## config.mk

```make
export PLATFORM = sky130hd
export DESIGN_NAME = commitStage_flat
export DESIGN_NICKNAME = d
export VERILOG_FILES = /design/src/cpuPkg.sv /design/src/stageIf.sv /design/src/commitStage.sv /design/src/flat_wrapper.sv
export SDC_FILE = /design/constraint.sdc
export NUM_CORES = 1
export LEC_CHECK = 0
export BUFFER_PORTS_ARGS = -buffer_cell sky130_fd_sc_hd__buf_2
export CELL_PAD_IN_SITES_DETAIL_PLACEMENT = 0
export CELL_PAD_IN_SITES_GLOBAL_PLACEMENT = 2
export CORE_AREA = 2 2 150 152
export CTS_CLUSTER_DIAMETER = 120
export DETAILED_ROUTE_END_ITERATION = 10
export DIE_AREA = 0 0 152 154
export PLACE_DENSITY = 0.75
export RECOVER_POWER = 50
export SYNTH_ARGS = -nofsm -noshare
export SYNTH_HDL_FRONTEND = slang
export SYNTH_SLANG_ARGS = --single-unit
```

## constraint.sdc

```tcl
create_clock -name clk -period 1.1 [get_ports clk]
set_clock_uncertainty 0.2 [all_clocks]
set_input_delay 0.22 -clock clk [delete_from_list [all_inputs] [get_ports clk]]
set_output_delay 0.22 -clock clk [all_outputs]
set_load 0.02 [all_outputs]
```

## src/cpuPkg.sv

```systemverilog
package cpuPkg;

	localparam int WordBits = 16;
	localparam int RamWords = 2048;
	localparam int StackWords = 1024;
	localparam int RamAddrBits = $clog2(RamWords); // addresses wrap to 11 bits
	localparam int StackAddrBits = $clog2(StackWords); // and to 10 bits here
	localparam int FetchWords = 3; // opcode, par1, par2

	typedef logic [WordBits-1:0] word_t;

	// 0 ax, 1 bx, 2 cx, 3 dx
	typedef logic [1:0] regSel_t;
	localparam regSel_t RegDx = 2'd3; // target of the flag copies

	typedef struct packed {
		logic [11:0] pad;
		regSel_t dst; // bits 3..2
		regSel_t src; // bits 1..0, also the single register of unary ops
	} regPair_t;

	// par1/par2 are either a register pair or an immediate/address
	typedef union packed {
		word_t raw;
		regPair_t regPair;
	} operand_t;

	// length 1: NOP CFF COF CZF RET, 3: MOV1 MOV2 MOV4 MOV5 MOV6, else 2
	typedef enum logic [15:0] {
		OpNop = 16'h00, OpCff = 16'h02, OpCof = 16'h03, OpCzf = 16'h04,
		OpMov1 = 16'h05, OpMov2 = 16'h06, OpMov3 = 16'h07, OpMov4 = 16'h08,
		OpPop = 16'h09, OpOut = 16'h0A, OpPush = 16'h0B,
		OpAdd = 16'h0C, OpAdc = 16'h0D, OpSub = 16'h0E, OpSuc = 16'h0F,
		OpCmp = 16'h14, OpAnd = 16'h15, OpNeg = 16'h16, OpNot = 16'h17,
		OpOr = 16'h18, OpShl = 16'h19, OpShr = 16'h1A, OpXor = 16'h1B,
		OpTest = 16'h1C, OpCall = 16'h1E, OpRet = 16'h1F,
		OpJmp1 = 16'h20, OpJc = 16'h21, OpJnc = 16'h22, OpJz = 16'h23,
		OpJnz = 16'h24, OpJo = 16'h25, OpJno = 16'h26,
		OpMov5 = 16'h2A, OpMov6 = 16'h2B, OpJmp2 = 16'h31
	} opcode_t;

	typedef enum logic [3:0] {
		AluAdd = 4'd0,
		AluAdc = 4'd1,
		AluSub = 4'd2,
		AluSuc = 4'd3,
		AluAnd = 4'd4,
		AluOr = 4'd5,
		AluXor = 4'd6,
		AluNeg = 4'd7, // bitwise invert
		AluNot = 4'd8, // logical not
		AluShl = 4'd9,
		AluShr = 4'd10
	} aluOp_t;

	typedef struct packed {
		logic cf;
		logic zf;
		logic of;
	} flags_t;

endpackage

```

## src/stageIf.sv

```systemverilog


interface commitIf;
	import cpuPkg::*;

	logic valid;
	word_t nextPc;
	logic regWrite;
	regSel_t regDst;
	word_t regData;
	logic regWrite2; // POP load
	regSel_t regDst2;
	word_t regData2;
	logic flagWrite;
	flags_t flags;
	logic ramWrite;
	word_t ramAddr;
	word_t ramData;
	logic stackWrite;
	word_t stackAddr;
	word_t stackData;
	logic stackWrite2; // second CALL word, at stackAddr+1
	word_t stackData2;
	logic spWrite;
	word_t spData;
	logic bpWrite;
	word_t bpData;
	logic outValid;
	word_t outData;

	modport producer (output valid, nextPc, regWrite, regDst, regData, regWrite2, regDst2,
		regData2, flagWrite, flags, ramWrite, ramAddr, ramData, stackWrite, stackAddr,
		stackData, stackWrite2, stackData2, spWrite, spData, bpWrite, bpData, outValid,
		outData);
	modport consumer (input valid, nextPc, regWrite, regDst, regData, regWrite2, regDst2,
		regData2, flagWrite, flags, ramWrite, ramAddr, ramData, stackWrite, stackAddr,
		stackData, stackWrite2, stackData2, spWrite, spData, bpWrite, bpData, outValid,
		outData);
endinterface

```

## src/commitStage.sv

```systemverilog
module commitStage (
	input logic clk,
	input logic reset,
	commitIf.consumer commit,
	output logic regWrite,
	output cpuPkg::regSel_t regDst,
	output cpuPkg::word_t regData,
	output logic regWrite2,
	output cpuPkg::regSel_t regDst2,
	output cpuPkg::word_t regData2,
	output logic flagWrite,
	output cpuPkg::flags_t flagsOut,
	output logic spWrite,
	output cpuPkg::word_t spData,
	output logic bpWrite,
	output cpuPkg::word_t bpData,
	output logic ramWrite,
	output cpuPkg::word_t ramAddr,
	output cpuPkg::word_t ramData,
	output logic stackWrite,
	output cpuPkg::word_t stackWrAddr,
	output cpuPkg::word_t stackData,
	output logic stackWrite2,
	output cpuPkg::word_t stackData2,
	output logic pcLoad,
	output cpuPkg::word_t newPc,
	output logic outValid,
	output cpuPkg::word_t outLine
);

	// enables last exactly the commit cycle
	assign regWrite = commit.valid & commit.regWrite;
	assign regWrite2 = commit.valid & commit.regWrite2;
	assign flagWrite = commit.valid & commit.flagWrite;
	assign spWrite = commit.valid & commit.spWrite;
	assign bpWrite = commit.valid & commit.bpWrite;
	assign ramWrite = commit.valid & commit.ramWrite;
	assign stackWrite = commit.valid & commit.stackWrite;
	assign stackWrite2 = commit.valid & commit.stackWrite2;

	assign regDst = commit.regDst;
	assign regData = commit.regData;
	assign regDst2 = commit.regDst2;
	assign regData2 = commit.regData2;
	assign flagsOut = commit.flags;
	assign spData = commit.spData;
	assign bpData = commit.bpData;
	assign ramAddr = commit.ramAddr;
	assign ramData = commit.ramData;
	assign stackWrAddr = commit.stackAddr;
	assign stackData = commit.stackData;
	assign stackData2 = commit.stackData2;

	assign pcLoad = commit.valid; // fetch resumes after every commit
	assign newPc = commit.nextPc;

	always_ff @(posedge clk) begin
		if (!reset) begin
			outValid <= 1'b0;
			outLine <= '0;
		end else begin
			outValid <= commit.valid & commit.outValid;
			if (commit.valid && commit.outValid) begin
				outLine <= commit.outData;
			end
		end
	end

endmodule

```

## src/flat_wrapper.sv

```systemverilog
// flat-port wrapper written by rule: the top's interface ports become plain ports
module commitStage_flat 
  (clk, reset, regWrite, regDst, regData, regWrite2, regDst2, regData2, flagWrite, flagsOut, spWrite, spData, bpWrite, bpData, ramWrite, ramAddr, ramData, stackWrite, stackWrAddr, stackData, stackWrite2, stackData2, pcLoad, newPc, outValid, outLine, commit_valid, commit_nextPc, commit_regWrite, commit_regDst, commit_regData, commit_regWrite2, commit_regDst2, commit_regData2, commit_flagWrite, commit_flags, commit_ramWrite, commit_ramAddr, commit_ramData, commit_stackWrite, commit_stackAddr, commit_stackData, commit_stackWrite2, commit_stackData2, commit_spWrite, commit_spData, commit_bpWrite, commit_bpData, commit_outValid, commit_outData);
  commitIf commit_i ();
  input logic clk;
  input logic reset;
  output logic regWrite;
  output cpuPkg::regSel_t regDst;
  output cpuPkg::word_t regData;
  output logic regWrite2;
  output cpuPkg::regSel_t regDst2;
  output cpuPkg::word_t regData2;
  output logic flagWrite;
  output cpuPkg::flags_t flagsOut;
  output logic spWrite;
  output cpuPkg::word_t spData;
  output logic bpWrite;
  output cpuPkg::word_t bpData;
  output logic ramWrite;
  output cpuPkg::word_t ramAddr;
  output cpuPkg::word_t ramData;
  output logic stackWrite;
  output cpuPkg::word_t stackWrAddr;
  output cpuPkg::word_t stackData;
  output logic stackWrite2;
  output cpuPkg::word_t stackData2;
  output logic pcLoad;
  output cpuPkg::word_t newPc;
  output logic outValid;
  output cpuPkg::word_t outLine;
  input wire logic [$bits(commit_i.valid)-1:0] commit_valid;
  input wire logic [$bits(commit_i.nextPc)-1:0] commit_nextPc;
  input wire logic [$bits(commit_i.regWrite)-1:0] commit_regWrite;
  input wire logic [$bits(commit_i.regDst)-1:0] commit_regDst;
  input wire logic [$bits(commit_i.regData)-1:0] commit_regData;
  input wire logic [$bits(commit_i.regWrite2)-1:0] commit_regWrite2;
  input wire logic [$bits(commit_i.regDst2)-1:0] commit_regDst2;
  input wire logic [$bits(commit_i.regData2)-1:0] commit_regData2;
  input wire logic [$bits(commit_i.flagWrite)-1:0] commit_flagWrite;
  input wire logic [$bits(commit_i.flags)-1:0] commit_flags;
  input wire logic [$bits(commit_i.ramWrite)-1:0] commit_ramWrite;
  input wire logic [$bits(commit_i.ramAddr)-1:0] commit_ramAddr;
  input wire logic [$bits(commit_i.ramData)-1:0] commit_ramData;
  input wire logic [$bits(commit_i.stackWrite)-1:0] commit_stackWrite;
  input wire logic [$bits(commit_i.stackAddr)-1:0] commit_stackAddr;
  input wire logic [$bits(commit_i.stackData)-1:0] commit_stackData;
  input wire logic [$bits(commit_i.stackWrite2)-1:0] commit_stackWrite2;
  input wire logic [$bits(commit_i.stackData2)-1:0] commit_stackData2;
  input wire logic [$bits(commit_i.spWrite)-1:0] commit_spWrite;
  input wire logic [$bits(commit_i.spData)-1:0] commit_spData;
  input wire logic [$bits(commit_i.bpWrite)-1:0] commit_bpWrite;
  input wire logic [$bits(commit_i.bpData)-1:0] commit_bpData;
  input wire logic [$bits(commit_i.outValid)-1:0] commit_outValid;
  input wire logic [$bits(commit_i.outData)-1:0] commit_outData;
  assign commit_i.valid = commit_valid;
  assign commit_i.nextPc = commit_nextPc;
  assign commit_i.regWrite = commit_regWrite;
  assign commit_i.regDst = commit_regDst;
  assign commit_i.regData = commit_regData;
  assign commit_i.regWrite2 = commit_regWrite2;
  assign commit_i.regDst2 = commit_regDst2;
  assign commit_i.regData2 = commit_regData2;
  assign commit_i.flagWrite = commit_flagWrite;
  assign commit_i.flags = commit_flags;
  assign commit_i.ramWrite = commit_ramWrite;
  assign commit_i.ramAddr = commit_ramAddr;
  assign commit_i.ramData = commit_ramData;
  assign commit_i.stackWrite = commit_stackWrite;
  assign commit_i.stackAddr = commit_stackAddr;
  assign commit_i.stackData = commit_stackData;
  assign commit_i.stackWrite2 = commit_stackWrite2;
  assign commit_i.stackData2 = commit_stackData2;
  assign commit_i.spWrite = commit_spWrite;
  assign commit_i.spData = commit_spData;
  assign commit_i.bpWrite = commit_bpWrite;
  assign commit_i.bpData = commit_bpData;
  assign commit_i.outValid = commit_outValid;
  assign commit_i.outData = commit_outData;
  commitStage u_core (.clk(clk), .reset(reset), .commit(commit_i), .regWrite(regWrite), .regDst(regDst), .regData(regData), .regWrite2(regWrite2), .regDst2(regDst2), .regData2(regData2), .flagWrite(flagWrite), .flagsOut(flagsOut), .spWrite(spWrite), .spData(spData), .bpWrite(bpWrite), .bpData(bpData), .ramWrite(ramWrite), .ramAddr(ramAddr), .ramData(ramData), .stackWrite(stackWrite), .stackWrAddr(stackWrAddr), .stackData(stackData), .stackWrite2(stackWrite2), .stackData2(stackData2), .pcLoad(pcLoad), .newPc(newPc), .outValid(outValid), .outLine(outLine));
endmodule
```

# == Yosys cells after proc, flatten, opt, wreduce, memory -nomap -nowiden ==
# Index checks and enable logic that the tools add are counted.
# word_totals
ramBits,0
out_inout_bits,193
n_memories,0
latch_bits,0
register_bits,17
elab_cells,12
input_bits,195
rom_bits,0
# op_classes
reduce_logical,1
mux,0
add_sub_neg,0
div_mod_pow,0
eq_ne,0
order_cmp,0
shifts,0
multipliers,0
bitwise,9
# op_table
op,n
$and 1x1->1,9
$logic_and 1x1->1,1

# == Logic depth before layout (Yosys ltp) ==
# Gate-level depths: netlist of the first run.
# logic_depth
ltp_word,1
depth_mapped,4
ltp_nobuf,2

# == Worst setup path before layout of the first run ==
# Ideal clock, no wire load.
# synth_path
path_kind,input to output
startpoint,input port commit_valid
endpoint,output port bpWrite
n_path_buf,2
setup_slack_ns,-0.009
cell_stages,3
arrival_ns,0.689
t_required_ns,0.680
cell_sequence,buf_6 buf_2 and2_1
# synth_via
elab_chain_len,1
# synth_lines
item,line,source
"start, declared",flat_wrapper.sv:31,input wire logic [$bits(commit_i.valid)-1:0] commit_valid;
$and 1x1->1,commitStage.sv:36,assign bpWrite = commit.valid & commit.bpWrite;
"end, declared",flat_wrapper.sv:17,output logic bpWrite;
# Every way passes these cells.

# == Worst setup path after layout of the first run ==
# layout_path
startpoint,input port commit_valid
endpoint,output port stackWrite
# layout_via
elab_chain_len,1
# layout_lines
item,line,source
$and 1x1->1,commitStage.sv:38,assign stackWrite = commit.valid & commit.stackWrite;
"end, declared",flat_wrapper.sv:22,output logic stackWrite;
# Every way passes these cells.

==> results of run 1 <==
-- what timing repair did --
item | in CTS | in global routing
setup endpoints to repair | 26 | 28
hold endpoints to repair | 6 | 0
gates cloned | 1 | 0
pin swaps | 0 | 0
setup buffers | 5 | 5
gates resized for setup | 82 | 3
hold buffers | 6 | 0
-- layout make-up --
type | instances | area (sq um)
clock inverter | 1 | 5.00
fill | 2519 | 19800
sequential | 17 | 362
multi-input combinational | 58 | 363
timing repair buffer | 76 | 694
clock buffer | 3 | 75.1
tap | 280 | 350
-- logic make-up (layout without fill, tap and decap cells) --
group	after synthesis	after routing	synth area share (%)
buf+inv	178	80	66.2
flops	17	17	16.8
simple gates	42	42	11.1
compound gates	16	16	5.82
-- per-stage QoR --
stage,std cells,total power [uW]
detailed placement,414,997
floorplan,253,1730
finish,435,1920
CTS,430,1990
global route,435,2030
global placement,414,993
-- flip-flops by register name, indices dropped and copies added (netlist names) --
| register | cells |
|---|---|
| u_core.outValid | 1 |
| u_core.outLine | 16 |
-- metal layers --
layer / track usage [%] / part of all wire [%]
met1: 4.16 / 27
met3: 4.43 / 17
met5: 1.45 / 0.61
met2: 7.96 / 43
met4: 6.59 / 12
-- Yosys cell counts --
cell / instances
and2_1: 8
clkbuf_2: 1
nand4_1: 16
and2_4: 1
buf_2: 5
buf_4: 170
nand2_1: 16
buf_6: 1
and3_1: 1
o21ai_0: 6
buf_12: 1
o21ai_2: 10
dfxtp_1: 17
-- worst min-delay path by stage --
stage                        from                              end  slack (ns)  cells past startpoint
2_1_floorplan  commit_outData[10]  u_core.outLine[10]$_SDFFE_PN0P_        0.16                      2
3_3_place_gp     commit_bpData[8]                        bpData[8]        0.24                      0
3_5_place_dp     commit_bpData[8]                        bpData[8]        0.24                      0
4_1_cts        commit_outData[13]  u_core.outLine[13]$_SDFFE_PN0P_       0.002                      3
5_1_grt        commit_outData[15]  u_core.outLine[15]$_SDFFE_PN0P_       0.008                      3
6_report        commit_outData[8]   u_core.outLine[8]$_SDFFE_PN0P_       0.008                      3
-- worst max-delay path, stage by stage --
cell	delay (ns)
buf_12	0.12
buf_12	0.13
and2_4	0.13
buf_6	0.12
-- power by group through the flow --
stage | Combinational, uW | Clock (uW) | Sequential [uW]
floorplan | 1020 | 0 | 710
global placement | 318 | 0 | 675
detailed placement | 322 | 0 | 675
CTS | 446 | 866 | 673
global route | 480 | 877 | 675
finish | 449 | 801 | 672
==> run_results.csv, run 1 <==
group,metric,value,unit
outcome,status,"finished with violations",
outcome,violations,"negative setup slack",
drt,drc_errors,0,
floorplanning,core_region_area,21700,sq um
clocking,cts_htree_levels,1,
drt,ant_nets,0,
floorplanning,dieHeight,154,microns
sta,period_minus_slack,1.14,ns
drt,vias,1142,
power,clockPowerShare,41.7,%
floorplanning,io_pins,388,
power,combPwrFrac,23.4,%
cells_and_area,design_area,1850,sq um
cells_and_area,final_common_cell,"buf_2",
cells_and_area,layout_common_cells,"buf_2, buf_6, dfxtp_2",
critical_path,crit_arrival,0.72,ns
critical_path,required,0.68,ns
critical_path,worstSetupStartpoint,"commit_valid",
power,irDropWorstVdd,0.000451,V
clocking,clock-sinks,17,
sta,fin_setup_tns,-0.725,ns
power,pwr_density_cell,1040,nW/um^2
sta,drv_slew,0,
global_routing,grt_pass1_vias,1207,
cells_and_area,drive_gt1_share,71.0,%
placed_design,port_buffers,53,
placed_design,postPlaceCellArea,1390,sq um
logic_synthesis,synth.area.top_cells,"buf_4, dfxtp_1, nand4_1, o21ai_2, nand2_1",
power,p_leak,0.000716,uW
clocking,cts-buffers-inserted,3,
sta,fmax,874,MHz
clocking,clkSlewWorstSetupHoldPaths,0.07,ns
drt,detail_route.wl_per_cell,15.7,microns
drt,first_pass_iters,3,
logic_synthesis,syn_area,2020,sq um
sta,worst_pin_slew,0.321,ns
floorplanning,design.die.area,23400,sq um
logic_synthesis,ys_seq_area_share,16.8,%
critical_path,cp_max_fo,5,
clocking,cts_tree,"yes",
power,p_int,1380,uW
clocking,root_buffer,"clkbuf_16",
logic_synthesis,synth.distinct_cells,13,
cells_and_area,syn_to_final_growth,-8.48,%
sta,rsz0062_at_grt,"yes",
cells_and_area,num_antenna_cells,0,
power,switching_share,28.1,%
logic_synthesis,synth_area_leader_cell,"buf_4",
global_routing,grt-ovfl-total,0,
placed_design,hpwl,5110,microns
critical_path,r2r_cells,3,
global_routing,grt_use_total,5.52,%
logic_synthesis,synth_area_per_cell,7.99,sq um
sta,slew_headroom,78.6,%
critical_path,cp-endpoint,"stackWrite",
sta,whs,0.00775,ns
floorplanning,rows,54,
placed_design,gp_congestion,0.576,
clocking,clock_latency,0.25,ns
drt,vias_per_cell,2.63,
placed_design,dp_slack,-0.196,ns
critical_path,rrSetupSlack,0.22,ns
drt,drtIter0Drc,33,
worst_hold_path,hold_class,"primary input to flop",
cells_and_area,final_core_util,8.53,%
critical_path,worstSetupPathType,"primary input to output pin",
logic_synthesis,ys_warn_count,0,
logic_synthesis,synth_cells,253,
critical_path,rr_endpoint,"u_core.outLine[6]$_SDFFE_PN0P_",
logic_synthesis,synth-seq-cells,17,
sta,setup_ws,-0.0446,ns
global_routing,antenna_found_initial,0,
sta,min_period_over_period,104,%
sta,setup_violations,25,
drt,drt_wl_total,6850,microns
critical_path,cp-end-kind,"output pin",
global_routing,grt_max_degree,20,
logic_synthesis,synth_top_area_share,63.2,%
clocking,clock_path_buffers,2,
logic_synthesis,syn-num-nets,448,
job,drv_cap,0,
cells_and_area,nNetsFinal,351,
global_routing,grt_pass1_wl,8850,microns
critical_path,r2r_start,"u_core.outLine[6]$_SDFFE_PN0P_",
floorplanning,chipWidth,152,microns
power,power_frac_seq,35.0,%
critical_path,cp-start-kind,"primary input",
power,power.switching,540,uW
floorplanning,initial_core_util,9.32,%
sta,hold_violations,0,
Power figures use the tool's default switching activity.
==> run 2, diff against run 1 <==
--- a/config.mk
+++ b/config.mk
@@ -6,13 +6,14 @@
 export NUM_CORES = 1
 export LEC_CHECK = 0
 export BUFFER_PORTS_ARGS = -buffer_cell sky130_fd_sc_hd__buf_2
-export CELL_PAD_IN_SITES_DETAIL_PLACEMENT = 0
+export CELL_PAD_IN_SITES_DETAIL_PLACEMENT = 2
 export CELL_PAD_IN_SITES_GLOBAL_PLACEMENT = 2
-export CORE_AREA = 2 2 150 152
+export CORE_ASPECT_RATIO = 2
+export CORE_MARGIN = 8
+export CORE_UTILIZATION = 10
 export CTS_CLUSTER_DIAMETER = 120
 export DETAILED_ROUTE_END_ITERATION = 10
-export DIE_AREA = 0 0 152 154
-export PLACE_DENSITY = 0.75
+export PLACE_DENSITY = 0.8
 export RECOVER_POWER = 50
 export SYNTH_ARGS = -nofsm -noshare
 export SYNTH_HDL_FRONTEND = slang
==> run_results.csv, run 2 (synthesized netlist as in run 1, its figures left out) <==
group,metric,value,unit
drt,drtIter0Drc,46,
power,irDropWorstVdd,0.000461,V
critical_path,rrSetupSlack,0.21,ns
floorplanning,chipWidth,117,microns
global_routing,grt_pass1_wl,14700,microns
drt,vias,1172,
placed_design,postPlaceCellArea,1360,sq um
drt,detail_route.wl_per_cell,31.0,microns
floorplanning,initial_core_util,10.2,%
critical_path,rr_endpoint,"u_core.outLine[11]$_SDFFE_PN0P_",
critical_path,cp-endpoint,"outLine[12]",
drt,drc_errors,0,
global_routing,grt_util_met1,2.88,%
power,p_leak,0.000613,uW
global_routing,grt-ovfl-total,0,
sta,whs,0.00227,ns
sta,rsz0062_at_grt,"yes",
job,drv_cap,0,
clocking,cts-buffers-inserted,3,
drt,vias_per_cell,2.91,
cells_and_area,syn_to_final_growth,-18.7,%
power,p_int,1330,uW
critical_path,cp_max_fo,2,
placed_design,dp_slack,-0.229,ns
cells_and_area,largest_reg_flops,16,
cells_and_area,final_common_cell,"buf_2",
cells_and_area,nNetsFinal,337,
critical_path,cp-end-kind,"output pin",
cells_and_area,num_antenna_cells,0,
power,combPwrFrac,21.1,%
sta,fin_setup_tns,-0.331,ns
outcome,status,"finished with violations",
clocking,clock_path_buffers,2,
global_routing,grt_pass1_vias,1370,
cells_and_area,top_regs,"u_core.outLine (16), u_core.outValid (1)",
power,power.switching,468,uW
placed_design,port_buffers,53,
power,power,1800,uW
power,clockPowerShare,41.4,%
outcome,violations,"negative setup slack",
clocking,clkSlewWorstSetupHoldPaths,0.05,ns
clocking,clock-sinks,17,
critical_path,cp-start-kind,"flop",
floorplanning,core_region_area,19800,sq um
placed_design,gp_congestion,0.675,
global_routing,antenna_found_initial,1,
sta,slew_headroom,80.9,%
global_routing,grt.busiest_layer,"met2",
global_routing,grt_max_degree,34,
critical_path,r2r_cells,3,
clocking,root_buffer,"clkbuf_16",
critical_path,required,0.68,ns
clocking,cts_tree,"yes",
critical_path,crit_arrival,0.73,ns
global_routing,use_met3,6.88,%
sta,setup_violations,17,
power,switching_share,26.1,%
cells_and_area,drive_gt1_share,71.6,%
clocking,cts_htree_levels,1,
cells_and_area,layout_common_cells,"buf_2, buf_6, nand2_1, nand4_1, dfxtp_2",
floorplanning,io_pins,388,
sta,hold_violations,0,
placed_design,hpwl,11100,microns
critical_path,r2r_start,"u_core.outLine[11]$_SDFFE_PN0P_",
sta,setup_ws,-0.0494,ns
cells_and_area,fillCellCount,2344,
critical_path,cpMaxStageDelayCell,"dfxtp_4",
drt,drt_wl_total,12500,microns
global_routing,use_met2,17.0,%
critical_path,slowest_delay,0.35,ns
sta,min_period_over_period,104,%
sta,fmax,870,MHz
critical_path,crit_chain,"buf_6",
global_routing,grt_use_total,9.38,%
drt,ant_nets,0,
floorplanning,rows,73,
power,power_frac_seq,37.5,%
floorplanning,design.die.area,25300,sq um
critical_path,worstSetupPathType,"flop to output pin",
power,pwr_density_cell,1090,nW/um^2
floorplanning,dieHeight,217,microns
sta,drv_slew,0,
critical_path,worstSetupStartpoint,"u_core.outLine[12]$_SDFFE_PN0P_",
critical_path,cp.depth,1,
drt,first_pass_iters,4,
cells_and_area,top_register,"u_core.outLine",
critical_path,cp_top_family,"flip-flops",
sta,period_minus_slack,1.15,ns
critical_path,crit_buf_inv,1,
worst_hold_path,hold_class,"primary input to flop",
cells_and_area,design_area,1640,sq um
sta,worst_pin_slew,0.286,ns
clocking,clock_latency,0.25,ns
run 2: layer usage:
metal	routed length, microns	vias to the layer above
met5	13	-
met4	2120	2
met3	2770	157
met2	6290	185
met1	1310	420
li1	-	408
run 2: worst min path at each step:
stage                  startpoint                              end  cells after the start
2_1_floorplan  commit_outData[10]  u_core.outLine[10]$_SDFFE_PN0P_                      2
3_3_place_gp     commit_nextPc[1]                         newPc[1]                      0
3_5_place_dp     commit_nextPc[1]                         newPc[1]                      0
4_1_cts         commit_outData[5]   u_core.outLine[5]$_SDFFE_PN0P_                      3
5_1_grt         commit_outData[8]   u_core.outLine[8]$_SDFFE_PN0P_                      3
6_report        commit_outData[5]   u_core.outLine[5]$_SDFFE_PN0P_                      3
run 2: through the flow:
stage | instances | utilization (%)
2_1_floorplan | 253 | -
3_3_place_gp | 397 | 6.88
3_5_place_dp | 397 | 6.88
4_1_cts | 401 | 8.17
5_1_grt | 403 | 8.29
6_report | 403 | 8.29
run 2: cell type report:
cell class / count / area [sq um] / share of cell area, %
Tap cell: 262 / 328 / 20.0
Sequential cell: 17 / 364 / 22.2
Timing Repair Buffer: 62 / 512 / 31.1
Clock buffer: 4 / 78.8 / 4.80
Multi-Input combinational cell: 58 / 360 / 21.9
run 2: what timing repair did:
| action | 4_1_cts | 5_1_grt |
|---|---|---|
| hold buffers | 0 | 0 |
| pin swaps | 0 | 0 |
| gates resized for setup | 72 | 5 |
| setup endpoints to repair | 25 | 23 |
| setup buffers | 1 | 2 |
run 2: worst min-delay path, delay by kind of cell:
family                 cells  cell delay [ns]
AO/OA/AOI/OAI              1             0.07
AND/OR/NAND/NOR            1             0.06
buffers and inverters      1             0.08
run 2: power by group through the flow:
stage / combinational, uW / sequential (uW) / clock, uW
2_1_floorplan: 1020 / 710 / 0
3_3_place_gp: 318 / 675 / 0
3_5_place_dp: 323 / 675 / 0
4_1_cts: 377 / 674 / 780
5_1_grt: 412 / 677 / 801
6_report: 379 / 673 / 743
==> run 3, diff against run 2 <==
==> constraint.sdc (replaced) <==
create_clock -name clk -period 1.3 [get_ports clk]
set_clock_uncertainty 0.2 [all_clocks]
set_input_delay 0.26 -clock clk [delete_from_list [all_inputs] [get_ports clk]]
set_output_delay 0.26 -clock clk [all_outputs]
set_load 0.02 [all_outputs]
==> run_results.csv, run 3 (synthesized netlist as in run 1, its figures left out) <==
group,metric,value,unit
drt,first_pass_iters,3,
floorplanning,io_pins,388,
clocking,clkSlewWorstSetupHoldPaths,0.05,ns
worst_hold_path,hold_class,"primary input to flop",
global_routing,grt.busiest_layer,"met2",
critical_path,rr_endpoint,"u_core.outLine[6]$_SDFFE_PN0P_",
floorplanning,chipWidth,117,microns
critical_path,worstSetupPathType,"primary input to output pin",
drt,detail_route.wl_per_cell,26.0,microns
cells_and_area,nNetsFinal,332,
power,clockPowerShare,43.9,%
critical_path,cp_max_fo,17,
sta,drv_slew,0,
outcome,status,"finished clean",
sta,hold_violations,0,
clocking,clock-sinks,17,
cells_and_area,largest_reg_flops,16,
global_routing,grt_util_met1,2.32,%
power,combPwrFrac,17.7,%
sta,worst_pin_slew,0.285,ns
cells_and_area,top_register,"u_core.outLine",
floorplanning,design.die.area,25300,sq um
global_routing,use_met2,13.8,%
power,p_leak,0.000551,uW
floorplanning,initial_core_util,10.2,%
sta,rsz0062_at_grt,"no",
drt,vias_per_cell,2.85,
global_routing,grt_use_total,7.55,%
clocking,root_buffer,"clkbuf_16",
placed_design,hpwl,9060,microns
cells_and_area,fin_cells,398,
critical_path,crit_arrival,0.81,ns
cells_and_area,drive_gt1_share,52.9,%
worst_hold_path,min_from,"commit_outData[9]",
drt,ant_nets,0,
placed_design,gp_congestion,0.620,
floorplanning,dieHeight,217,microns
critical_path,r2r_cells,2,
clocking,cts_hold_buffers,0,
cells_and_area,num_antenna_cells,0,
clocking,cts_htree_levels,1,
drt,vias,1133,
global_routing,use_met3,4.44,%
placed_design,place_inst,394,
critical_path,required,0.84,ns
clocking,cts-buffers-inserted,3,
clocking,clock_latency,0.25,ns
power,power,1460,uW
clocking,cts_setup_buffers,0,
critical_path,worstSetupStartpoint,"commit_valid",
sta,fmax,785,MHz
drt,drtIter0Drc,15,
global_routing,grt-ovfl-total,0,
cells_and_area,final_common_cell,"buf_2",
sta,slew_headroom,81.0,%
global_routing,grt_pass1_vias,1299,
power,pwr_density_cell,1020,nW/um^2
critical_path,rrSetupSlack,0.48,ns
floorplanning,core_region_area,19800,sq um
drt,drt_wl_total,10300,microns
placed_design,port_buffers,53,
cells_and_area,syn_to_final_growth,-29.2,%
sta,period_minus_slack,1.27,ns
worst_hold_path,hold-path-cell-count,3,
power,p_int,1070,uW
global_routing,grt_max_degree,34,
cells_and_area,layout_common_cells,"buf_2, dfxtp_1, nand2_1, nand4_1, o21ai_2",
cells_and_area,top_regs,"u_core.outLine (16), u_core.outValid (1)",
clocking,cts_tree,"yes",
power,power_frac_seq,38.4,%
clocking,cts_resized,0,
power,power.switching,393,uW
clocking,clock_path_buffers,2,
critical_path,r2r_start,"u_core.outLine[6]$_SDFFE_PN0P_",
sta,setup_violations,0,
critical_path,cp-end-kind,"output pin",
power,irDropWorstVdd,0.000271,V
job,drv_cap,0,
sta,min_period_over_period,98.0,%
drt,drc_errors,0,
global_routing,antenna_found_initial,1,
global_routing,grt_pass1_wl,12100,microns
power,switching_share,26.9,%
floorplanning,rows,73,
worst_hold_path,hold_path_end,"u_core.outLine[9]$_SDFFE_PN0P_",
critical_path,cp-start-kind,"primary input",
==> run 3: cell count changes in the layout (fill, tap and decap cells not counted), sizes merged <==
| cell | change |
|---|---|
| buf | -5 |
==> run 3: worst max path at each step <==
stage / end / slack (ns) / cells past startpoint
after floorplan: bpWrite / 0.11 / 3
after global placement: u_core.outLine[10]$_SDFFE_PN0P_ / -0.04 / 4
after detailed placement: u_core.outLine[5]$_SDFFE_PN0P_ / -0.08 / 4
after CTS: regWrite / 0.002 / 4
after global routing: regWrite2 / 0.001 / 4
final: spWrite / 0.03 / 4
==> run 3: per-layer routing <==
metal | up-vias | part of all wire, % | routed length (microns)
met5 | - | 0.13 | 13
met4 | 2 | 18 | 1900
met3 | 163 | 20 | 2100
met2 | 171 | 50 | 5210
met1 | 399 | 11 | 1120
li1 | 398 | - | -
==> run 3: stage by stage <==
| stage | setup slack [ns] | instance area, sq um | setup TNS [ns] | util (%) | hold WS (ns) |
|---|---|---|---|---|---|
| 3_5_place_dp | -0.0811 | 1340 | -0.464 | 6.78 | 0.252 |
| 4_1_cts | 0.00235 | 1420 | 0 | 7.18 | 0.0359 |
| 5_1_grt | 0.00125 | 1430 | 0 | 7.22 | 0.0578 |
| 2_1_floorplan | 0.111 | 2020 | 0 | - | 0.203 |
| 6_report | 0.0261 | 1430 | 0 | 7.22 | 0.0417 |
| 3_3_place_gp | -0.0398 | 1340 | -0.222 | 6.78 | 0.244 |
==> run 3: final cells by class <==
type                            instances  area (sq um)
Fill cell                            2380         18400
Multi-Input combinational cell         58           345
Sequential cell                        17           340
Timing Repair Buffer                   57           338
Tap cell                              262           328
Clock buffer                            4          78.8
==> run 3: power by group through the flow <==
stage / Sequential (uW) / Combinational (uW) / Clock (uW)
floorplan: 601 / 862 / 0
global placement: 571 / 260 / 0
detailed placement: 572 / 266 / 0
CTS: 561 / 266 / 689
global route: 563 / 281 / 706
finish: 560 / 259 / 641
==> run 3: critical path, stage by stage <==
cell and delay (ns):
buf_2 0.11, buf_12 0.14, and2_1 0.13, buf_2 0.16
